===== src/fetch_pkg.sv =====
// Shared widths and bus structs for a 32-bit core memory side with 1 KiB of word memory
`default_nettype none

package fetch_pkg;

	localparam int XLEN = 32;
	localparam int MEM_WORDS = 256;
	localparam int MEM_IDX_W = $clog2(MEM_WORDS);
	localparam int MEM_BYTES = 4 * MEM_WORDS;	// First byte address that answers with err
	localparam logic [XLEN-1:0] RESET_PC = '0;

	// Bus request shared by reads and writes
	typedef struct packed {
		logic [XLEN-1:0]   addr;
		logic [XLEN-1:0]   wdata;
		logic [XLEN/8-1:0] wstrb;
		logic              write;	// Reads ignore wdata and wstrb
	} mem_req_t;

	typedef struct packed {
		logic [XLEN-1:0] rdata;	// Zero for writes
		logic            err;
	} mem_rsp_t;

	// Packet handed to the decoder
	typedef struct packed {
		logic [XLEN-1:0] pc;
		logic [XLEN-1:0] inst;
		logic            fault;
	} fetch_pkt_t;

	typedef struct packed {
		logic [XLEN-1:0] target;
	} redirect_t;

	// External load or store, same layout as a bus request
	typedef struct packed {
		logic [XLEN-1:0]   addr;
		logic [XLEN-1:0]   wdata;
		logic [XLEN/8-1:0] wstrb;
		logic              write;
	} lsu_req_t;

endpackage

`default_nettype wire


===== src/mem_arbiter.sv =====
// Two masters and one memory port; the load/store side wins ties and a grant holds until its response is taken
`default_nettype none

module mem_arbiter (
	input  logic                clk,
	input  logic                rst,
	input  fetch_pkg::mem_req_t ifu_req,
	input  logic                ifu_req_valid,
	output logic                ifu_req_ready,
	output fetch_pkg::mem_rsp_t ifu_rsp,
	output logic                ifu_rsp_valid,
	input  logic                ifu_rsp_ready,
	input  fetch_pkg::mem_req_t lsu_req,
	input  logic                lsu_req_valid,
	output logic                lsu_req_ready,
	output fetch_pkg::mem_rsp_t lsu_rsp,
	output logic                lsu_rsp_valid,
	input  logic                lsu_rsp_ready,
	output fetch_pkg::mem_req_t mem_req,
	output logic                mem_req_valid,
	input  logic                mem_req_ready,
	input  fetch_pkg::mem_rsp_t mem_rsp,
	input  logic                mem_rsp_valid,
	output logic                mem_rsp_ready
);

	logic locked;	// A request is out and its response is not yet taken
	logic owner_lsu;
	logic pick_lsu;
	logic req_fire;
	logic rsp_fire;

	// Fixed priority in idle
	assign pick_lsu = lsu_req_valid;

	assign mem_req = pick_lsu ? lsu_req : ifu_req;
	assign mem_req_valid = !locked && (lsu_req_valid || ifu_req_valid);
	assign lsu_req_ready = !locked && mem_req_ready;
	assign ifu_req_ready = !locked && !lsu_req_valid && mem_req_ready;

	// Data goes to both, valid only to the owner
	assign ifu_rsp = mem_rsp;
	assign lsu_rsp = mem_rsp;
	assign ifu_rsp_valid = locked && !owner_lsu && mem_rsp_valid;
	assign lsu_rsp_valid = locked && owner_lsu && mem_rsp_valid;
	assign mem_rsp_ready = locked && (owner_lsu ? lsu_rsp_ready : ifu_rsp_ready);

	assign req_fire = mem_req_valid && mem_req_ready;
	assign rsp_fire = mem_rsp_valid && mem_rsp_ready;

	always_ff @(posedge clk) begin
		if (rst) begin
			locked <= 1'b0;
			owner_lsu <= 1'b0;
		end else if (req_fire) begin
			locked <= 1'b1;
			owner_lsu <= pick_lsu;
		end else if (rsp_fire) begin
			locked <= 1'b0;	// Port is free again next cycle
		end
	end

	// Memory only answers a request this arbiter passed on
	assert property (@(posedge clk) disable iff (rst)
		mem_rsp_valid |-> locked);

	assert property (@(posedge clk) disable iff (rst)
		!(ifu_rsp_valid && lsu_rsp_valid));

endmodule

`default_nettype wire


===== config.mk =====
export PLATFORM = sky130hd
export DESIGN_NAME = mem_arbiter
export DESIGN_NICKNAME = d
export VERILOG_FILES = /design/src/fetch_pkg.sv /design/src/mem_arbiter.sv
export SDC_FILE = /design/constraint.sdc
export NUM_CORES = 1
export LEC_CHECK = 0
export BUFFER_PORTS_ARGS = -buffer_cell sky130_fd_sc_hd__buf_4
export CORE_AREA = 2 2 124 126
export CTS_CLUSTER_DIAMETER = 60
export DETAILED_ROUTE_END_ITERATION = 7
export DIE_AREA = 0 0 126 128
export PLACE_DENSITY = 0.43
export SETUP_SLACK_MARGIN = 0.5
export SLEW_MARGIN = 20
export SYNTH_ARGS = -nofsm -noshare
export SYNTH_HDL_FRONTEND = slang
export SYNTH_SLANG_ARGS = --single-unit

===== constraint.sdc =====
create_clock -name clk -period 1.81 [get_ports clk]
set_input_delay 0.0905 -clock clk [delete_from_list [all_inputs] [get_ports clk]]
set_output_delay 0.0905 -clock clk [all_outputs]
set_load 0.05 [all_outputs]

==> impl_metrics.toml <==
[clock_tree]
cts_buffers = 3
cts_tree = "done"
clk_path_buf_depth = 2
clk_pin_slew_ns = 0.03
holdBufCountCts = 0
cts_root_buf = "clkbuf_16"
htreeDepth = 1
clock_latency_ns = 0.22
clock-sinks = 2

[floorplan]
die_h_um = 128
core_area_um2 = 14900
dieArea_um2 = 16100
io_pins = 320
fp.dieW_um = 126
num_rows = 45
initial_core_util_pct = 12.1

[status]
status = "complete, no violations"

[sta]
slew_viol_final = 0
final.min_clock_period_ns = 1.22
fin_crit_sh_pct = 67.6
hold_viol_final = 0
hold_slack_ns = 0.0326
fmax_mhz = 818
finalSetupTns_ns = 0
timing.slew.headroom_pct = 80.6
tightest_slew_ns = 0.291
rsz0062_at_grt = "false"
skew_ns = 0.00216
setup_viol = 0

[worst_setup_path]
r2r_end = "locked$_SDFFE_PP0P_"
crit_buf_inv = 1
cp_data_arrival_time_ns = 1.13
cp.depth = 3
endpoint_kind = "primary output"
critPathCapture = "mem_rsp_ready"
cp-start-kind = "flip-flop"
path_cells = "mux2i_1, nor2b_1, buf_4"
setup.worst_path.start = "owner_lsu$_SDFFE_PP0P_"
worstReg2RegStart = "owner_lsu$_SDFFE_PP0P_"
critPathSlowestCell = "dfxtp_1"
max_stage_delay_ns = 0.40
cp.required_ns = 1.72
rr_worst_depth = 4
path_max_fanout = 4
critical_path_class = "flip-flop to primary output"
worst_path_dominant_cell_family = "flip-flops"
reg2reg_slack_ns = 0.80

[power]
power_frac_seq_pct = 3.5
peakVddDrop_v = 0.000574
sw_frac_of_total_pct = 44.6
clkPwrFrac_pct = 20.9
power.total_mw = 1.60
intPower_uw = 886
pwr-share-comb_pct = 75.7
p_leak_nw = 1.74
p_sw_uw = 714
p_per_area_nw_per_um2 = 503

[global_route]
antenna_found_initial = 0
grtUsageTotal_pct = 7.47
grt-ovfl-total = 0
grt_pass1_wl_um = 9530
grt_pass1_vias = 1702
grt_max_degree = 38

[routing]
wire_per_inst_um = 13.7
vias = 1669
ant_nets = 0
drt_wl_total_um = 6860
dr.pass1.iters = 4
post-route-drc-count = 0
drtIter0Drc = 34
via_per_inst = 3.34

[logic_synthesis]
syn-num-nets = 339
synth-seq-cells = 2
synthTopCellsByArea = "mux2_4, buf_4, buf_12"
synth_top_cell_by_area = "mux2_4"
syn_area_per_cell_um2 = 11.2
synthCells = 160
ys_seq_area_share_pct = 2.23
yosys_warnings = 0
synth_area_um2 = 1800
ys_types = 16
yosys.area.top_type_share_pct = 56.0

[run]
cap_violations = 0

[placement]
gp_congestion = 0.770
placed_area_um2 = 3100
port_buffers = 220
hpwl_um = 5940

[layout]
utilization_pct = 21.4
insertedDiodeCount = 0
layout-drive-gt1-share_pct = 95.5
syn_to_final_growth_pct = 77.0
layout.nets = 493
finalInstanceArea_um2 = 3180

[min_path]
hp-class = "primary input to flip-flop"
==> power by group through the flow <==
| stage | sequential, mW | combinational [mW] | clock, mW |
|---|---|---|---|
| global placement | 0.0552 | 1.21 | 0 |
| CTS | 0.0550 | 1.22 | 0.339 |
| finish | 0.0552 | 1.21 | 0.334 |
| floorplan | 0.0527 | 1.18 | 0 |
| detailed placement | 0.0556 | 1.22 | 0 |
| global route | 0.0564 | 1.26 | 0.348 |
==> cells in the mapped netlist <==
library cell,number
mux2_4,67
buf_4,66
buf_12,6
nor2_1,5
nor2b_1,3
dfxtp_1,2
mux2_2,2
a22oi_1,1
and3_1,1
buf_6,1
buf_8,1
mux2i_1,1
nand2_1,1
nand3b_1,1
o21a_1,1
o22ai_1,1
==> worst min path at each step <==
| stage | startpoint | endpoint | cells after the start |
|---|---|---|---|
| 3_5_place_dp | mem_rsp[2] | ifu_rsp[2] | 0 |
| 2_1_floorplan | rst | locked$_SDFFE_PP0P_ | 1 |
| 5_1_grt | rst | locked$_SDFFE_PP0P_ | 2 |
| 6_report | rst | locked$_SDFFE_PP0P_ | 2 |
| 3_3_place_gp | mem_rsp[2] | ifu_rsp[2] | 0 |
| 4_1_cts | rst | owner_lsu$_SDFFE_PP0P_ | 2 |
==> registers in the layout (all words and copies together) (netlist names) <==
name / count
owner_lsu: 1
locked: 1
==> metal layers <==
| layer | global-route usage (%) | routed length (um) | vias to the layer above | part of all wire [%] |
|---|---|---|---|---|
| li1 | - | - | 788 | - |
| met1 | 7.92 | 2300 | 755 | 34 |
| met2 | 14.1 | 3630 | 110 | 53 |
| met3 | 2.21 | 829 | 16 | 12 |
| met4 | 2.46 | 95 | 0 | 1.4 |
| met5 | 0 | 0 | - | 0 |
==> placed cells by master (no fill, tap or decap) <==
master     Yosys  final
o22ai_1        1      1
buf_12         6      2
nor2b_4        0      2
o21a_1         1      1
nor2b_1        3      1
and3_1         1      1
mux2_4        67     67
nand2_1        1      1
dfxtp_1        2      1
mux2_2         2      2
dfxtp_2        0      1
mux2i_1        1      1
a22oi_1        1      1
nor2_1         5      5
clkbuf_16      0      3
nand3b_1       1      1
buf_4         66    221
==> cells by family after synthesis <==
family                 Yosys count  share of synthesized area, %
DFF                              2                          2.23
AOI/OAI and AO/OA                3                          1.18
buffers and inverters           74                          35.7
muxes                           70                          57.8
and+or+nand+nor                 11                          3.06
==> timing repair <==
action / in CTS / in global routing
endpoints found under the hold margin: 0 / 0
setup endpoints to repair: 0 / 2
setup buffers: 0 / 1
gates resized for setup: 0 / 1
==> per-stage QoR <==
stage               setup WS, ns  std cells
CTS                        0.544        499
detailed placement         0.606        496
finish                     0.587        500
global placement           0.619        496
floorplan                  0.556        160
global route               0.517        500
==> area by class of cell <==
cell class              count  area [um2]
fillers                  1649       11700
repair buffers            223        1700
multi-input cells          84        1130
well taps                 188         235
clock buffers               3        75.1
flip-flops and latches      2        41.3
No activity file was read; power rests on OpenSTA's default activity.
