`src/fetch_pkg.sv`:
```
// Shared widths and bus structs for a 32-bit core memory side with 1 KiB of word memory
`default_nettype none

package fetch_pkg;

	localparam int XLEN = 32;
	localparam int MEM_WORDS = 256;
	localparam int MEM_IDX_W = $clog2(MEM_WORDS);
	localparam int MEM_BYTES = 4 * MEM_WORDS;	// First byte address that answers with err
	localparam logic [XLEN-1:0] RESET_PC = '0;

	// Bus request shared by reads and writes
	typedef struct packed {
		logic [XLEN-1:0]   addr;
		logic [XLEN-1:0]   wdata;
		logic [XLEN/8-1:0] wstrb;
		logic              write;	// Reads ignore wdata and wstrb
	} mem_req_t;

	typedef struct packed {
		logic [XLEN-1:0] rdata;	// Zero for writes
		logic            err;
	} mem_rsp_t;

	// Packet handed to the decoder
	typedef struct packed {
		logic [XLEN-1:0] pc;
		logic [XLEN-1:0] inst;
		logic            fault;
	} fetch_pkt_t;

	typedef struct packed {
		logic [XLEN-1:0] target;
	} redirect_t;

	// External load or store, same layout as a bus request
	typedef struct packed {
		logic [XLEN-1:0]   addr;
		logic [XLEN-1:0]   wdata;
		logic [XLEN/8-1:0] wstrb;
		logic              write;
	} lsu_req_t;

endpackage

`default_nettype wire

```
`src/lsu.sv`:
```
// One load or store at a time; the low two address bits are cleared and loads return the whole word
`default_nettype none

module lsu (
	input  logic                clk,
	input  logic                rst,
	input  fetch_pkg::lsu_req_t lsu_in,
	input  logic                lsu_in_valid,
	output logic                lsu_in_ready,
	output fetch_pkg::mem_rsp_t lsu_out,
	output logic                lsu_out_valid,
	input  logic                lsu_out_ready,
	output fetch_pkg::mem_req_t lsu_req,
	output logic                lsu_req_valid,
	input  logic                lsu_req_ready,
	input  fetch_pkg::mem_rsp_t lsu_rsp,
	input  logic                lsu_rsp_valid,
	output logic                lsu_rsp_ready
);

	typedef enum logic [1:0] {
		S_IDLE,
		S_REQ,
		S_WAIT,
		S_HOLD
	} state_t;

	state_t state;
	fetch_pkg::mem_req_t req_q;
	fetch_pkg::mem_rsp_t rsp_q;

	assign lsu_in_ready = (state == S_IDLE);
	assign lsu_req = req_q;
	assign lsu_req_valid = (state == S_REQ);
	assign lsu_rsp_ready = (state == S_WAIT);
	assign lsu_out = rsp_q;
	assign lsu_out_valid = (state == S_HOLD);

	always_ff @(posedge clk) begin
		if (rst) begin
			state <= S_IDLE;
		end else begin
			case (state)
				S_IDLE:
					if (lsu_in_valid)
						state <= S_REQ;	// Goes out on the bus next cycle
				S_REQ:
					if (lsu_req_ready)
						state <= S_WAIT;
				S_WAIT:
					if (lsu_rsp_valid)
						state <= S_HOLD;
				S_HOLD:
					if (lsu_out_ready)
						state <= S_IDLE;
				default: state <= S_IDLE;
			endcase
		end
	end

	always_ff @(posedge clk) begin
		if (lsu_in_valid && lsu_in_ready) begin
			req_q.addr <= {lsu_in.addr[fetch_pkg::XLEN-1:2], 2'b00};	// Word aligned only
			req_q.wdata <= lsu_in.wdata;
			req_q.wstrb <= lsu_in.wstrb;
			req_q.write <= lsu_in.write;
		end
		if (lsu_rsp_valid && lsu_rsp_ready)
			rsp_q <= lsu_rsp;
	end

	// Request stays up until the arbiter takes it
	assert property (@(posedge clk) disable iff (rst)
		lsu_req_valid && !lsu_req_ready |=> lsu_req_valid);

endmodule

`default_nettype wire

```
`config.mk`:
```
export PLATFORM = sky130hd
export DESIGN_NAME = lsu
export DESIGN_NICKNAME = d
export VERILOG_FILES = /design/src/fetch_pkg.sv /design/src/lsu.sv
export SDC_FILE = /design/constraint.sdc
export NUM_CORES = 1
export LEC_CHECK = 0
export BUFFER_PORTS_ARGS = -buffer_cell sky130_fd_sc_hd__buf_2
export CAP_MARGIN = 30
export CORE_UTILIZATION = 35
export CTS_CLUSTER_SIZE = 12
export DETAILED_ROUTE_END_ITERATION = 6
export PLACE_DENSITY_LB_ADDON = 0.2
export SYNTH_ARGS = -nofsm -noshare
export SYNTH_HDL_FRONTEND = slang
export SYNTH_SLANG_ARGS = --single-unit
export TNS_END_PERCENT = 1
```
`constraint.sdc`:
```
create_clock -name clk -period 5.1 [get_ports clk]
set_input_delay 0.765 -clock clk [delete_from_list [all_inputs] [get_ports clk]]
set_output_delay 0.765 -clock clk [all_outputs]
set_load 0.02 [all_outputs]
```
==> key figures, run 1 <==
Layout
  • Fillers: 783
  • Commonest non-fill, non-tap cell in the layout: buf_2
  • Antenna Cells: 0
  • Area delta synth->final: 42.28%
  • Fin nets: 459
  • Finished Layout Cells: 459
  • Share of cells above drive strength 1: 0.6610
  • Most frequent cells in the layout: 209 x buf_2, 100 x edfxtp_1, 9 x clkbuf_8, 5 x ha_1, 3 x inv_1

Critical path
  • Startpoint Class: flop
  • Setup crit end kind: flop
  • Req. time, crit path: 5.11 ns
  • Worst Path Arrival: 2.14 ns
  • Crit path max fanout: 38
  • Reg2reg path depth: 4
  • Kind of critical path: flop to flop

Clocking
  • CTS tree: yes
  • Longest Clk Path Bufs: 2
  • Post-CTS Setup Inserts: 0
  • Clock transition at path regs: 0.10 ns
  • CTS sink cnt: 102
  • CTS H-Tree Depth: 3
  • Worst-Skew Late Latency: 0.36 ns
  • Post-CTS sizing: 0
  • CTS root buf: clkbuf_8
  • Hold Buf Count CTS: 0
  • CTS buffer count: 9

Place
  • Port buffer count: 209
  • Routability congestion estimate from global placement: 0.7031
  • Post-DP HPWL: 5306 um
  • Cells after DPL: 443

Outcome
  • Status: finished, violations left
  • Failing checks: DRC

Synth
  • Post-synth cell types: 15
  • Leading post-synthesis cells by cell area: edfxtp_1 92%, ha_1 1.9%, dfxtp_1 1.2%, a2111oi_4 0.84%, mux2i_1 0.61%
  • Area leader, netlist: edfxtp_1
  • Post-Synth Adder-Cell Area: 0.01920
  • Mux share of post-synthesis cell area: 0.006144
  • Largest family of logic cells by synthesized area: simple AND/OR/NAND/NOR gates
  • Synth Instances: 125
  • Synth Cell Area: 3258 um^2
  • Simple-gate area share of the yosys netlist: 0.02074
  • Post-synthesis xor/xnor area fraction: 0
  • Ys Warns: 0
  • Yosys top cell area share: 0.9217
  • Register area share after synthesis: 0.9339
  • Synth Register Bits: 102
  • Synth Area in Compound Gates: 0.01075
  • Mean Syn Cell Area: 26.07 um^2

Drt
  • Post-DR vias/cell: 4.272
  • Routed Antenna Nets: 0
  • Routed vias: 1961
  • DRC viols: 17
  • Wirelength per Cell: 15.41 um
  • DRT Wirelength: 7071 um
  • DR pass1 iterations: 7
  • DRT iter0 DRCs: 91

Timing
  • Slew headroom: 0.5515
  • RSZ-0062 raised after global routing: no
  • Period utilisation layout: 0.4174
  • Clock skew: 0.007372 ns
  • Worst-Margin Slew: 0.6727 ns
  • Setup TNS: 0 ns
  • Final hold vios: 0
  • Final min period: 2.129 ns
  • Final setup violation count: 0
  • Max Slew Vio Count: 0
  • Max Freq: 0.4698 GHz

Global routing
  • Grt ovf: 0
  • Largest net degree at the start of global routing: 39
  • GRT Overall Usage: 0.1462
  • Initial antenna violation count: 0
  • Via count of the first global-routing pass: 1948
  • First-pass GRT wire length: 10200 um

Power
  • Peak supply drop: 223.5 uV
  • Static Leak: 1.985 nW
  • Total power per unit cell area: 484.2 nW/um^2
  • Overall Power: 0.002245 W

Floorplan
  • Io pins: 214
  • Die height: 98.48 um
  • Core Area: 8848 um^2
  • Starting Density: 0.3682
  • Die area: 9698 um^2
  • # rows: 34
  • DIE WIDTH: 98.48 um

Run
  • MaxCap Viol Count: 0

Min path
  • Hold depth: 1
  • Worst Hold Class: input pin to flop
## sequential cells by signal, indices dropped and copies added (netlist names)
register,cells
lsu_out,33
lsu_req,67
state,2
## cell type report
| cell class | count | area [um^2] | area share |
|---|---|---|---|
| timing repair buffer | 211 | 1061 | 0.2289 |
| multi-input combinational | 19 | 193.9 | 0.04184 |
| sequential | 102 | 3043 | 0.6564 |
| clock buffer | 11 | 131.4 | 0.02834 |
| clock inverter | 5 | 60.06 | 0.01296 |
| inverter | 3 | 11.26 | 0.002429 |
| tap | 108 | 135.1 | 0.02915 |
## final timing paths
| kind | slack (ns) | to | start |
|---|---|---|---|
| worst max-delay path | 2.97 | lsu_req[26]$_DFFE_PP_ | state[1]$_SDFFE_PP0P_ |
| worst min-delay path | 0.57 | lsu_req[66]$_DFFE_PP_ | lsu_in[66] |
| worst max register to register | 2.97 | lsu_req[26]$_DFFE_PP_ | state[1]$_SDFFE_PP0P_ |
| worst min register to register | 0.60 | state[0]$_SDFFE_PP0P_ | state[0]$_SDFFE_PP0P_ |
## synth_stat cells (all sizes together)
master,n
nand2b,1
dfxtp,2
and2b,1
buf,2
o21bai,1
nor2b,2
ha,5
mux2i,2
a2111oi,1
and2,2
or2b,2
conb,1
inv,3
edfxtp,100
## critical path, stage by stage (launching register included)
cell and delay [ns]:
dfxtp_1 0.35, inv_1 0.11, ha_1 0.17, and2_2 0.59, buf_4 0.53
## layer usage
layer,track usage,share of wire
met1,0.1676,0.38
met2,0.2232,0.45
met3,0.08369,0.16
met4,0.06544,0.018
met5,0,0
## power by group
group,internal (W),switching (W)
Clock,0.000228,0.000273
Combinational,0.000177,0.000397
Sequential,0.00113,0.0000383
## cell families after synthesis
logic type | after synthesis
compound gates | 2
fa+ha+maj | 5
buf+inv | 5
flops | 102
mux | 2
other cells | 1
simple gates | 8
## per-stage QoR
stage	setup slack [ns]	hold WS, ns	area (um^2)	util
floorplan	2.334	0.5584	3262	-
global placement	2.712	0.5793	4444	0.5023
detailed placement	2.679	0.5908	4444	0.5023
CTS	2.919	0.5571	4636	0.5239
global route	2.773	0.5424	4636	0.5239
finish	2.971	0.5707	4636	0.5239
No activity file was read; power rests on OpenSTA's default activity.
==> inputs of run 2 (changes only) <==
--- a/config.mk
+++ b/config.mk
@@ -5,6 +5,7 @@
 export SDC_FILE = /design/constraint.sdc
 export NUM_CORES = 1
 export LEC_CHECK = 0
+export ABC_AREA = 1
 export BUFFER_PORTS_ARGS = -buffer_cell sky130_fd_sc_hd__buf_2
 export CAP_MARGIN = 30
 export CORE_UTILIZATION = 35
==> constraint.sdc (replaced) <==
create_clock -name clk -period 2.2 [get_ports clk]
set_input_delay 0.33 -clock clk [delete_from_list [all_inputs] [get_ports clk]]
set_output_delay 0.33 -clock clk [all_outputs]
set_load 0.02 [all_outputs]
==> key figures, run 2 <==
Floorplan
  • DIE WIDTH: 98.28 um (-0.20%)
  • Die height: 98.28 um (-0.20%)
  • # rows: 34 (unchanged)
  • Core Area: 8848 um^2 (unchanged)
  • Io pins: 214 (unchanged)
  • Starting Density: 0.3667 (-0.001555)
  • Die area: 9659 um^2 (-0.41%)

Drt
  • DR pass1 iterations: 7 (unchanged)
  • Post-DR vias/cell: 4.280 (+0.17%)
  • Routed vias: 2020 (+3.0%)
  • Routed Antenna Nets: 0 (unchanged)
  • DRT Wirelength: 6757 um (-4.4%)
  • DRT iter0 DRCs: 76 (-16%)
  • DRC viols: 16 (-1)
  • Wirelength per Cell: 14.32 um (-7.1%)

Layout
  • Fin nets: 473 (+3.1%)
  • Antenna Cells: 0 (unchanged)
  • Max reg flops: 67 (unchanged)
  • Most frequent cells in the layout: 209 x buf_2, 100 x edfxtp_1, 9 x inv_1, 9 x nand2_1, 9 x clkbuf_8
  • Area delta synth->final: 43.27%
  • Commonest non-fill, non-tap cell in the layout: buf_2
  • Share of cells above drive strength 1: 0.6319 (-0.02910)
  • Fillers: 758 (-3.2%)

Global routing
  • Initial antenna violation count: 0 (unchanged)
  • Grt ovf: 0 (unchanged)
  • First-pass GRT wire length: 9722 um (-4.7%)
  • Via count of the first global-routing pass: 2034 (+4.4%)
  • Largest net degree at the start of global routing: 34 (-13%)
  • GRT Overall Usage: 0.1376 (-0.008551)

Power
  • Static Leak: 2.016 nW (+1.6%)
  • Peak supply drop: 396.1 uV (+77%)
  • Total power per unit cell area: 1094 nW/um^2 (+130%)

Timing
  • Final worst slack: 0.4146 ns (-2.557 ns)
  • Period utilisation layout: 0.8116 (+0.3942)
  • Max Slew Vio Count: 0 (unchanged)
  • Clock skew: 0.007948 ns (+0.0005759 ns)
  • Final hold vios: 0 (unchanged)
  • Final min period: 1.785 ns (-0.3433 ns)
  • Setup TNS: 0 ns (unchanged)
  • RSZ-0062 raised after global routing: no
  • Max Freq: 0.5601 GHz (+19%)
  • Final setup violation count: 0 (unchanged)

Clocking
  • Post-CTS Setup Inserts: 0 (unchanged)
  • CTS buffer count: 9 (unchanged)
  • Post-CTS sizing: 0 (unchanged)
  • CTS sink cnt: 102 (unchanged)
  • Hold Buf Count CTS: 0 (unchanged)
  • Worst-Skew Late Latency: 0.35 ns (about the same)
  • CTS H-Tree Depth: 3 (unchanged)
  • CTS root buf: clkbuf_8
  • Clock transition at path regs: 0.09 ns (about the same)
  • Longest Clk Path Bufs: 2 (unchanged)
  • CTS tree: yes

Min path
  • Hold path startpoint: lsu_rsp[12]
  • Worst Hold Endpoint: lsu_out[12]$_DFFE_PP_
  • Hold depth: 1 (unchanged)
  • Worst Hold Class: input pin to flop

Critical path
  • RR Startpoint: state[1]$_SDFFE_PP0P_
  • Req. time, crit path: 2.29 ns (-2.82 ns)
  • CP top delay family: buffers and inverters
  • Max stage delay on crit path: 0.40 ns (-0.19 ns)
  • Worst Path Buf+Inv: 3 (+1)
  • Crit path max fanout: 32 (-16%)
  • Setup crit end kind: flop
  • Reg-to-reg endpoint: lsu_req[17]$_DFFE_PP_
  • Reg2reg path depth: 5 (+1)
  • R2R Setup Slk: 0.41 ns (-2.56 ns)
  • Kind of critical path: flop to flop
  • CP cell instances: inv_1 > ha_2 > nand2_1 > clkinvlp_4 > buf_12
  • Startpoint Class: flop
  • Slowest-stage cell, CP: clkinvlp_4
  • Worst Path Arrival: 1.87 ns (-0.27 ns)

Synth
  • FFs w/ async S/R, synth: 0 (unchanged)
  • Commonest cells post-synth: 100 x edfxtp_1, 10 x inv_1, 9 x nand2_1
  • Top FF cell, synth: edfxtp_1
  • Yosys top cell area share: 0.9256 (+0.003910)
  • Area leader, netlist: edfxtp_1
  • Ys Warns: 0 (unchanged)
  • Synth Register Bits: 102 (unchanged)
  • Leading post-synthesis cells by cell area: edfxtp_1 93%, ha_1 1.9%, dfxtp_1 1.2%, inv_1 1.2%, nand2_1 1.0%
  • Mean Syn Cell Area: 23.51 um^2 (-9.8%)
  • Post-synth cell types: 10 (-5)
  • Synth Instances: 138 (+10%)
  • Most numerous cell in the Yosys netlist: edfxtp_1
  • Register area share after synthesis: 0.9379 (+0.003962)
  • Number of synthesized flops with an enable pin: 100 (unchanged)
  • Synth Cell Area: 3244 um^2 (-0.42%)

Place
  • Post-DP HPWL: 5086 um (-4.1%)
  • Routability congestion estimate from global placement: 0.7745 (+10%)
  • Port buffer count: 209 (unchanged)
  • Worst slack, placed: 0.3988 ns (-2.281 ns)

Outcome
  • Failing checks: DRC
  • Status: finished, violations left

Run
  • MaxCap Viol Count: 0 (unchanged)
==> run 2: metal layers <==
layer | GRT usage | vias up | part of all wire
li1 | - | 947 | -
met1 | 0.1424 | 908 | 0.38
met2 | 0.2243 | 155 | 0.45
met3 | 0.07731 | 10 | 0.15
met4 | 0.07003 | 0 | 0.017
met5 | 0 | - | 0
==> run 2: cell type report <==
class	count	area, um^2	area share
timing repair buffer	212	1094	0.2353
multi-input combinational	25	155.1	0.03338
inverter	10	41.29	0.008883
clock inverter	4	48.80	0.01050
clock buffer	11	131.4	0.02826
tap	108	135.1	0.02907
sequential	102	3043	0.6546
==> run 2: cells by family after synthesis <==
group	Yosys count	share of synthesized area
flip-flops	102	0.9379
adder cells (fa/ha/maj)	5	0.01928
AND/OR/NAND/NOR	18	0.02545
other	1	0.001156
buffers and inverters	12	0.01620
==> run 2: worst register-to-register path, cell delays in order (launching register included) <==
cell and delay, ns:
dfxtp_1 0.39, inv_1 0.10, ha_2 0.19, nand2_1 0.10, clkinvlp_4 0.40, buf_12 0.35
==> run 2: through the flow <==
step / hold WS [ns] / total power (W) / util / area (um^2) / std cells
final: 0.1521 / 0.005087 / 0.5253 / 4648 / 472
after global routing: 0.1221 / 0.005328 / 0.5253 / 4648 / 472
after CTS: 0.1247 / 0.005168 / 0.5253 / 4648 / 472
after detailed placement: 0.5081 / 0.004064 / 0.5049 / 4468 / 457
after global placement: 0.5062 / 0.004044 / 0.5049 / 4468 / 457
after floorplan: 0.4289 / 0.003527 / - / 3254 / 139
==> run 2: how the worst max path moves through the flow <==
stage | to | cells after the start | startpoint | slack, ns
global placement | lsu_req[20]$_DFFE_PP_ | 5 | state[0]$_SDFFE_PP0P_ | 0.44
finish | lsu_req[17]$_DFFE_PP_ | 5 | state[1]$_SDFFE_PP0P_ | 0.41
global route | lsu_req[21]$_DFFE_PP_ | 5 | state[0]$_SDFFE_PP0P_ | 0.27
CTS | lsu_req[21]$_DFFE_PP_ | 5 | state[1]$_SDFFE_PP0P_ | 0.39
floorplan | lsu_req[0]$_DFFE_PP_ | 4 | state[0]$_SDFFE_PP0P_ | 0.07
detailed placement | lsu_req[27]$_DFFE_PP_ | 5 | state[0]$_SDFFE_PP0P_ | 0.40
==> run 2: power by group <==
group	switching (W)	leakage, nW	internal, W
registers	0.0000883	0.950	0.00260
logic	0.000903	0.983	0.000410
clock network	0.000572	0.0831	0.000518
total	0.00156	2.02	0.00352
