`src/fetch_pkg.sv`:
```
// Shared widths and bus structs for a 32-bit core memory side with 1 KiB of word memory
`default_nettype none

package fetch_pkg;

	localparam int XLEN = 32;
	localparam int MEM_WORDS = 256;
	localparam int MEM_IDX_W = $clog2(MEM_WORDS);
	localparam int MEM_BYTES = 4 * MEM_WORDS;	// First byte address that answers with err
	localparam logic [XLEN-1:0] RESET_PC = '0;

	// Bus request shared by reads and writes
	typedef struct packed {
		logic [XLEN-1:0]   addr;
		logic [XLEN-1:0]   wdata;
		logic [XLEN/8-1:0] wstrb;
		logic              write;	// Reads ignore wdata and wstrb
	} mem_req_t;

	typedef struct packed {
		logic [XLEN-1:0] rdata;	// Zero for writes
		logic            err;
	} mem_rsp_t;

	// Packet handed to the decoder
	typedef struct packed {
		logic [XLEN-1:0] pc;
		logic [XLEN-1:0] inst;
		logic            fault;
	} fetch_pkt_t;

	typedef struct packed {
		logic [XLEN-1:0] target;
	} redirect_t;

	// External load or store, same layout as a bus request
	typedef struct packed {
		logic [XLEN-1:0]   addr;
		logic [XLEN-1:0]   wdata;
		logic [XLEN/8-1:0] wstrb;
		logic              write;
	} lsu_req_t;

endpackage

`default_nettype wire

```
`src/ifu.sv`:
```
// One fetch in flight at a time; a redirect after the request is out lets that fetch finish and discards it
`default_nettype none

module ifu (
	input  logic                  clk,
	input  logic                  rst,
	input  logic                  fetch_en,
	input  fetch_pkg::redirect_t  redirect,
	input  logic                  redirect_valid,
	output fetch_pkg::mem_req_t   ifu_req,
	output logic                  ifu_req_valid,
	input  logic                  ifu_req_ready,
	input  fetch_pkg::mem_rsp_t   ifu_rsp,
	input  logic                  ifu_rsp_valid,
	output logic                  ifu_rsp_ready,
	output fetch_pkg::fetch_pkt_t inst_pkt,
	output logic                  inst_valid,
	input  logic                  inst_ready
);

	typedef enum logic [1:0] {
		S_IDLE,
		S_REQ,
		S_WAIT,
		S_HOLD
	} state_t;

	state_t state;
	logic [fetch_pkg::XLEN-1:0] pc;	// Address being issued or in flight
	logic [fetch_pkg::XLEN-1:0] tgt;	// Latest redirect target
	logic stale;
	logic req_fire;
	logic rsp_fire;
	logic drop_rsp;
	fetch_pkg::fetch_pkt_t pkt_q;

	// In idle the request follows fetch_en directly
	assign ifu_req_valid = (state == S_REQ) || (state == S_IDLE && fetch_en);
	assign ifu_req.addr = pc;
	assign ifu_req.wdata = '0;
	assign ifu_req.wstrb = '0;
	assign ifu_req.write = 1'b0;

	assign ifu_rsp_ready = (state == S_WAIT);
	assign inst_valid = (state == S_HOLD);
	assign inst_pkt = pkt_q;

	assign req_fire = ifu_req_valid && ifu_req_ready;
	assign rsp_fire = ifu_rsp_valid && ifu_rsp_ready;
	assign drop_rsp = stale || redirect_valid;	// Response overtaken by a redirect

	always_ff @(posedge clk) begin
		if (rst) begin
			state <= S_IDLE;
			pc <= fetch_pkg::RESET_PC;
			stale <= 1'b0;
		end else begin
			case (state)
				S_IDLE, S_REQ: begin
					if (req_fire) begin
						state <= S_WAIT;
					end else if (ifu_req_valid) begin
						state <= S_REQ;	// Keep the request up even if fetch_en drops
					end
					if (redirect_valid) begin
						if (ifu_req_valid)
							stale <= 1'b1;	// Address already presented
						else
							pc <= redirect.target;
					end
				end
				S_WAIT: begin
					if (rsp_fire) begin
						if (drop_rsp) begin
							state <= S_IDLE;
							pc <= redirect_valid ? redirect.target : tgt;
							stale <= 1'b0;
						end else begin
							state <= S_HOLD;
						end
					end else if (redirect_valid) begin
						stale <= 1'b1;
					end
				end
				S_HOLD: begin
					if (redirect_valid) begin
						state <= S_IDLE;	// Held packet is dropped
						pc <= redirect.target;
					end else if (inst_ready) begin
						state <= S_IDLE;
						pc <= pc + 32'd4;
					end
				end
				default: state <= S_IDLE;
			endcase
		end
	end

	always_ff @(posedge clk) begin
		if (rsp_fire && !drop_rsp) begin
			pkt_q.pc <= pc;
			pkt_q.inst <= ifu_rsp.rdata;
			pkt_q.fault <= ifu_rsp.err;	// Out-of-range fetch
		end
		if (redirect_valid)
			tgt <= redirect.target;
	end

	// Decoder sees a steady packet across a stall
	assert property (@(posedge clk) disable iff (rst)
		inst_valid && !inst_ready |=> $stable(inst_pkt));

	// A redirect must not move an address the arbiter has not yet taken
	assert property (@(posedge clk) disable iff (rst)
		ifu_req_valid && !ifu_req_ready |=> ifu_req_valid && $stable(ifu_req));

endmodule

`default_nettype wire

```
`config.mk`:
```
export PLATFORM = sky130hd
export DESIGN_NAME = ifu
export DESIGN_NICKNAME = d
export VERILOG_FILES = /design/src/fetch_pkg.sv /design/src/ifu.sv
export SDC_FILE = /design/constraint.sdc
export NUM_CORES = 1
export LEC_CHECK = 0
export ABC_AREA = 1
export BUFFER_PORTS_ARGS = -buffer_cell sky130_fd_sc_hd__buf_2
export CORE_MARGIN = 1.5
export CORE_UTILIZATION = 45
export CTS_CLUSTER_SIZE = 30
export DETAILED_ROUTE_END_ITERATION = 7
export PLACE_DENSITY = 0.73
export SETUP_SLACK_MARGIN = 0.02
export SLEW_MARGIN = 20
export SYNTH_ARGS = -nofsm -noshare
export SYNTH_HDL_FRONTEND = slang
export SYNTH_SLANG_ARGS = --single-unit
```
`constraint.sdc`:
```
create_clock -name clk -period 12.5 [get_ports clk]
set_input_delay 1.875 -clock clk [delete_from_list [all_inputs] [get_ports clk]]
set_output_delay 1.875 -clock clk [all_outputs]
set_load 0.01 [all_outputs]
```
==> results.rst, run 1 <==
.. list-table::
   :header-rows: 1

   * - Metric
     - Value
   * - Transition time of the tightest slew-check pin
     - 0.9419 ns
   * - Post-route minimum period
     - 4.227 ns
   * - Final core utilization
     - 57.09%
   * - Number of cells upsized or downsized after cts
     - 0
   * - Most frequent cells after synthesis
     - 243 x sky130_fd_sc_hd__nand2_1, 81 x sky130_fd_sc_hd__nor2_1, 67 x sky130_fd_sc_hd__dfxtp_1, 65 x sky130_fd_sc_hd__edfxtp_1, 50 x sky130_fd_sc_hd__o21ai_0
   * - Clock sinks
     - 132
   * - Primary FF master, synth
     - sky130_fd_sc_hd__dfxtp_1
   * - Relative slew slack
     - 37.14%
   * - Number of flip-flops and latches in the synthesized netlist
     - 132
   * - Placed wire-length estimate
     - 11,500 um
   * - Number of placement rows
     - 42
   * - Cell with the most instances after synthesis
     - sky130_fd_sc_hd__nand2_1
   * - Setup skew after layout
     - 0.008901 ns
   * - Post-Route Hold Slack
     - 0.4412 ns
   * - Boundary Pins
     - 209
   * - Share of synthesized registers carrying an async set or reset
     - 0%
   * - # placed instances
     - 1,071
   * - Max Freq
     - 0.2366 GHz
   * - Fraction of the yosys area taken by sequential cells
     - 52.99%
   * - Via/cell ratio
     - 5.057
   * - Final antenna-violating net count
     - 0
   * - Vias in the first global route
     - 5,073
   * - Number of max-cap violations
     - 0
   * - Number of antenna violations at the first check in global routing
     - 0
   * - Final Instance Area
     - 0.007620 mm2
   * - Clock Latency Late Sink
     - 0.42 ns
   * - Total negative setup slack
     - 0 ns
   * - Maximum buffer depth of the clock tree
     - 2
   * - Critical path data arrival time
     - 2.35 ns
   * - Outcome
     - completed
   * - Clock buffer count from CTS
     - 17
   * - Die Span Y
     - 120.5 um
   * - Cell area after synthesis
     - 0.006215 mm2
   * - GRT Resource Usage Total
     - 23.21%
   * - First-pass GRT wire length
     - 25,950 um
   * - Post-synthesis area per instance
     - 8.308 um2
   * - Final weighted congestion in routability-driven placement
     - 0.9489
   * - Data required time at the worst endpoint
     - 10.62 ns
   * - RSZ-0062 raised after global routing
     - false
   * - Power per cell area
     - 151.5 mW/mm2
   * - Count of hold-fix buffers inserted at cts
     - 0
   * - Main area contributors after synthesis
     - sky130_fd_sc_hd__edfxtp_1 31%, sky130_fd_sc_hd__dfxtp_1 22%, sky130_fd_sc_hd__nand2_1 15%
   * - Share of the synthesized area in the top cell type
     - 31.41%
   * - Die Footprint
     - 0.01452 mm2
   * - Setup fix buffers added after clock tree synthesis
     - 0
   * - Peak supply drop
     - 0.08947 mV
   * - Number of vias after detailed routing
     - 5,578
   * - Overflow after GRT
     - 0
   * - Number of enable-type register cells in the synthesized netlist
     - 65
   * - Cell taking the most area after synthesis
     - sky130_fd_sc_hd__edfxtp_1
   * - Area after detailed placement
     - 0.007032 mm2
   * - Number of slew-limit violations in the final report
     - 0
   * - Routed wire length per instance
     - 14.74 um
   * - Synthesis-to-finish area growth
     - 22.61%
   * - Detailed-routing iteration count for the pre-antenna-repair pass
     - 5
   * - Count of buffers from port buffering
     - 171
   * - Type of the tightest min-delay check
     - register to register
   * - Residual DRC
     - 0
   * - Final period utilization
     - 33.82%
   * - Worst reg2reg path depth
     - 9
   * - Number of H-tree branching levels
     - 4
   * - Kind of launch point of the worst setup path
     - primary input
   * - Count of nets after finishing
     - 987
   * - Final routed wirelength across all metal layers
     - 16,260 um
   * - Capturing element type of the critical path
     - output pin
   * - Clock Tree Root
     - sky130_fd_sc_hd__clkbuf_16
   * - Core Region
     - 0.01335 mm2
   * - Cell count after synthesis
     - 748
   * - Chip width
     - 120.5 um
   * - Fraction of final layout cells sized beyond drive strength 1
     - 24.06%
   * - Final Non-Filler Cells
     - 1,103
   * - Count of unique library cells instantiated by Yosys
     - 40
   * - # setup viols final
     - 0
   * - Effective utilization at floorplan
     - 46.56%
   * - Leakage
     - 3.326 nW
   * - DRT iter0 DRCs
     - 426
   * - Worst Path Class, Setup
     - primary input to output pin
   * - Yosys warning count
     - 0
   * - Final count of hold timing violations
     - 0
   * - Cell count of the worst hold path
     - 2
   * - Antenna diodes
     - 0
   * - Register clock-pin slew on the reported worst setup and hold paths
     - 0.06 ns
   * - Largest driver fanout on the critical path
     - 4
   * - Maximum number of pins on one net before global-route repair
     - 67
   * - CTS tree
     - yes
stage by stage:
stage               power, mW  setup WS [ns]
floorplan              0.6219          7.127
global placement       0.6714          8.283
detailed placement     0.6734          8.278
CTS                     1.162          8.272
global route            1.209          8.210
finish                  1.155          8.273
sequential cells by signal, summed over array words and instances, names as in the netlist:
name and flops:
stale 1, tgt 32, pc 32, inst_pkt 65
state 2
logic make-up (layout without fill, tap and decap cells):
kind of cell	after synthesis	count (layout)	share of synthesized area [%]
AND/OR/NAND/NOR	361	361	23.45
AO/OA/AOI/OAI	139	139	12.90
flip-flops	132	132	52.99
buffers and inverters	109	252	9.684
XOR/XNOR	5	5	0.7048
adder cells (fa/ha/maj)	1	1	0.2013
other	1	37	0.06034
routing by layer:
layer  global-route usage [%]  vias up  routed length [um]
li1                         -     2749                   -
met1                    31.41     2518                7140
met2                    35.30      282                7137
met3                    7.642       29                1711
met4                    7.279        0                 272
met5                        0        -                   0
where the power goes:
| part | total (mW) | internal (mW) | switching [mW] |
|---|---|---|---|
| Sequential | 0.521 | 0.485 | 0.0360 |
| Clock | 0.489 | 0.302 | 0.187 |
| Combinational | 0.144 | 0.0514 | 0.0929 |
cells in the final DEF (no fill, tap or decap), drive strengths merged, types with 4 or more instances in the layout:
master / instances
inv: 51
nand3: 21
o21ai: 55
dfxtp: 67
clkbuf: 22
conb: 37
o22ai: 4
a31oi: 4
edfxtp: 65
buf: 174
a21oi: 44
nor2: 83
nand2: 249
a211oi: 19
path summary, 6_finish.rpt:
kind                                from       endpoint  slack [ns]
worst min register to register   tgt[18]        tgt[18]        0.44
worst min-delay path             tgt[18]        tgt[18]        0.44
worst max register to register  state[1]         pc[16]        9.91
worst max-delay path            fetch_en  ifu_req_valid        8.27
cell type report:
class	count	area, um2
clock inverter	10	92.59
fill	1252	5728
clock buffer	22	495.5
inverter	46	177.7
sequential	132	3293
timing repair buffer	174	878.3
tap	176	220.2
multi-input combinational	543	2462
worst max-delay path: stages:
cell                     delay [ns]
sky130_fd_sc_hd__buf_2         0.09
sky130_fd_sc_hd__nor2_1        0.03
sky130_fd_sc_hd__nor2_1        0.18
sky130_fd_sc_hd__buf_2         0.17
(Power assumes the default switching activity.)
==> run 2, diff against run 1 <==
--- a/config.mk
+++ b/config.mk
@@ -11,7 +11,7 @@
 export CORE_UTILIZATION = 45
 export CTS_CLUSTER_SIZE = 30
 export DETAILED_ROUTE_END_ITERATION = 7
-export PLACE_DENSITY = 0.73
+export PLACE_DENSITY = 0.75
 export SETUP_SLACK_MARGIN = 0.02
 export SLEW_MARGIN = 20
 export SYNTH_ARGS = -nofsm -noshare
==> constraint.sdc (replaced) <==
create_clock -name clk -period 3.6 [get_ports clk]
set_input_delay 0.54 -clock clk [delete_from_list [all_inputs] [get_ports clk]]
set_output_delay 0.54 -clock clk [all_outputs]
set_load 0.01 [all_outputs]
==> run 2 against run 1 <==
Effect of this change:
- register-to-register slack got worse by 8.9 ns
- non-clock buffer count grew 1
- combinational power rose to 3.5 times the previous value
- via count increased by 0.70%
- final area grew 1.3%
- critical path depth increased by 5
- cell count is essentially flat
- die area unchanged
- total power rose to 3.7 times the previous value
==> results.rst, run 2 (same netlist as run 1, synthesis figures left out) <==
.. list-table::
   :header-rows: 1

   * - Metric
     - Value
   * - Proportion of power drawn by combinational gates
     - 12.0%
   * - Final antenna-violating net count
     - 0
   * - Chip width
     - 120.5 um
   * - Peak supply drop
     - 0.3283 mV
   * - Via/cell ratio
     - 5.088
   * - Synthesis-to-finish area growth
     - 24.16%
   * - Number of slew-limit violations in the final report
     - 0
   * - Overflow after GRT
     - 0
   * - GRT Resource Usage Total
     - 22.69%
   * - Number of H-tree branching levels
     - 4
   * - Number of cells upsized or downsized after cts
     - 0
   * - Routing usage on met3
     - 5.236%
   * - Area taken by flip-flops and latches
     - 0.003293 mm2
   * - Clock Latency Late Sink
     - 0.42 ns
   * - Worst Path Class, Setup
     - register to register
   * - Clock buffer count from CTS
     - 17
   * - Total net switching power
     - 1.134 mW
   * - Number of antenna violations at the first check in global routing
     - 0
   * - Setup skew after layout
     - 0.009745 ns
   * - Data required time at the worst endpoint
     - 3.88 ns
   * - Internal power contribution
     - 3.107 mW
   * - GR Util met1
     - 30.81%
   * - Count of hold-fix buffers inserted at cts
     - 0
   * - Largest driver fanout on the critical path
     - 26
   * - Most common cell after layout, fill and taps aside
     - sky130_fd_sc_hd__nand2_1
   * - Transition time of the tightest slew-check pin
     - 0.9853 ns
   * - Register clock-pin slew on the reported worst setup and hold paths
     - 0.06 ns
   * - Final weighted congestion in routability-driven placement
     - 0.9193
   * - Number of max-cap violations
     - 0
   * - Area after detailed placement
     - 0.007064 mm2
   * - GR peak layer
     - met2
   * - Clock Tree Root
     - sky130_fd_sc_hd__clkbuf_16
   * - Capturing element type of the critical path
     - register
   * - Leakage
     - 3.362 nW
   * - Placed wire-length estimate
     - 11,650 um
   * - Final routed wirelength across all metal layers
     - 16,620 um
   * - Maximum buffer depth of the clock tree
     - 2
   * - Routed wire length per instance
     - 15.05 um
   * - GR Layer Usage met2
     - 34.80%
   * - Outcome
     - completed
   * - Post-route minimum period
     - 2.614 ns
   * - Final period utilization
     - 72.60%
   * - Residual DRC
     - 0
   * - Count of buffers from port buffering
     - 171
   * - Maximum number of pins on one net before global-route repair
     - 67
   * - Post-Route Hold Slack
     - 0.2985 ns
   * - RSZ-0062 raised after global routing
     - false
   * - Count of nets after finishing
     - 988
   * - Antenna diodes
     - 0
   * - Power per cell area
     - 549.6 mW/mm2
   * - # placed instances
     - 1,072
   * - Effective utilization at floorplan
     - 46.56%
   * - Switching Fraction
     - 26.75%
   * - Final Instance Area
     - 0.007716 mm2
   * - Number of placement rows
     - 42
   * - # setup viols final
     - 0
   * - Setup fix buffers added after clock tree synthesis
     - 0
   * - Max reg flops
     - 65
   * - Final core utilization
     - 57.81%
   * - Fillcell total
     - 1,217
   * - Vias in the first global route
     - 4,965
   * - Kind of launch point of the worst setup path
     - register
   * - Final count of hold timing violations
     - 0
   * - Fraction of final layout cells sized beyond drive strength 1
     - 24.25%
   * - Power share of the clock group
     - 45.2%
   * - CTS tree
     - yes
   * - Type of the tightest min-delay check
     - primary input to register
   * - First-pass GRT wire length
     - 25,420 um
   * - Number of vias after detailed routing
     - 5,617
   * - Register share of total power
     - 42.8%
   * - Final Non-Filler Cells
     - 1,104
   * - Die Footprint
     - 0.01452 mm2
   * - Max Freq
     - 0.3826 GHz
   * - Boundary Pins
     - 209
   * - Die Span Y
     - 120.5 um
   * - DRT iter0 DRCs
     - 397
   * - Most frequent cells in the layout
     - 243 x sky130_fd_sc_hd__nand2_1, 171 x sky130_fd_sc_hd__buf_2, 80 x sky130_fd_sc_hd__nor2_1
   * - Critical path data arrival time
     - 2.89 ns
   * - Detailed-routing iteration count for the pre-antenna-repair pass
     - 5
   * - Relative slew slack
     - 34.24%
   * - Clock sinks
     - 132
   * - Core Region
     - 0.01335 mm2
   * - Total negative setup slack
     - 0 ns
   * - Area of combinational cells with multiple inputs
     - 0.002462 mm2
-- run 2: changes by cell type in the layout (fill, tap and decap cells not counted), sizes merged --
cell / delta
clkinv: -1
buf: +1
bufinv: +4
clkbuf: -4
inv: +1
-- run 2: layout make-up --
cell class / count / share of cell area (%)
clock buffers: 18 / 5.562
clock inverters: 14 / 2.886
inverters: 46 / 2.303
multi-input cells: 543 / 31.91
flip-flops and latches: 132 / 42.68
well taps: 176 / 2.854
repair buffers: 175 / 11.80
-- run 2: worst paths after layout --
| kind | start | endpoint | slack, ns | cells past startpoint |
|---|---|---|---|---|
| max | state[1] | pc[16] | 0.99 | 9 |
| min reg2reg | tgt[30] | tgt[30] | 0.44 | 2 |
| max reg2reg | state[1] | pc[16] | 0.99 | 9 |
| min | ifu_rsp[7] | inst_pkt[7] | 0.30 | 1 |
-- run 2: through the flow --
stage                     total power [mW]  worst slack, ns
after global routing                 4.413           0.7815
after detailed placement             2.341           0.8896
after CTS                            4.258           0.9979
final                                4.241           0.9863
after floorplan                      2.159           0.6591
after global placement               2.334            1.011
-- run 2: worst max-delay path, cell delays in order (launching register included) --
cell	delay, ns
sky130_fd_sc_hd__dfxtp_1	0.68
sky130_fd_sc_hd__inv_4	0.27
sky130_fd_sc_hd__o21ai_1	0.16
sky130_fd_sc_hd__nand2_1	0.12
sky130_fd_sc_hd__nor2_1	0.12
sky130_fd_sc_hd__nand3_2	0.44
sky130_fd_sc_hd__nor2_1	0.36
sky130_fd_sc_hd__inv_2	0.10
sky130_fd_sc_hd__nand3b_1	0.12
sky130_fd_sc_hd__a21oi_1	0.07
-- run 2: power by group through the flow --
stage | Sequential [mW] | Combinational (mW) | Clock, mW
after floorplan | 1.82 | 0.342 | 0
after global placement | 1.84 | 0.494 | 0
after detailed placement | 1.84 | 0.500 | 0
after CTS | 1.81 | 0.504 | 1.94
after global routing | 1.83 | 0.563 | 2.02
final | 1.81 | 0.508 | 1.92
-- run 2: metal layers --
layer	vias up	part of all wire, %
met2	341	44
met1	2494	43
met4	0	1.9
li1	2754	-
met3	28	10
met5	-	0
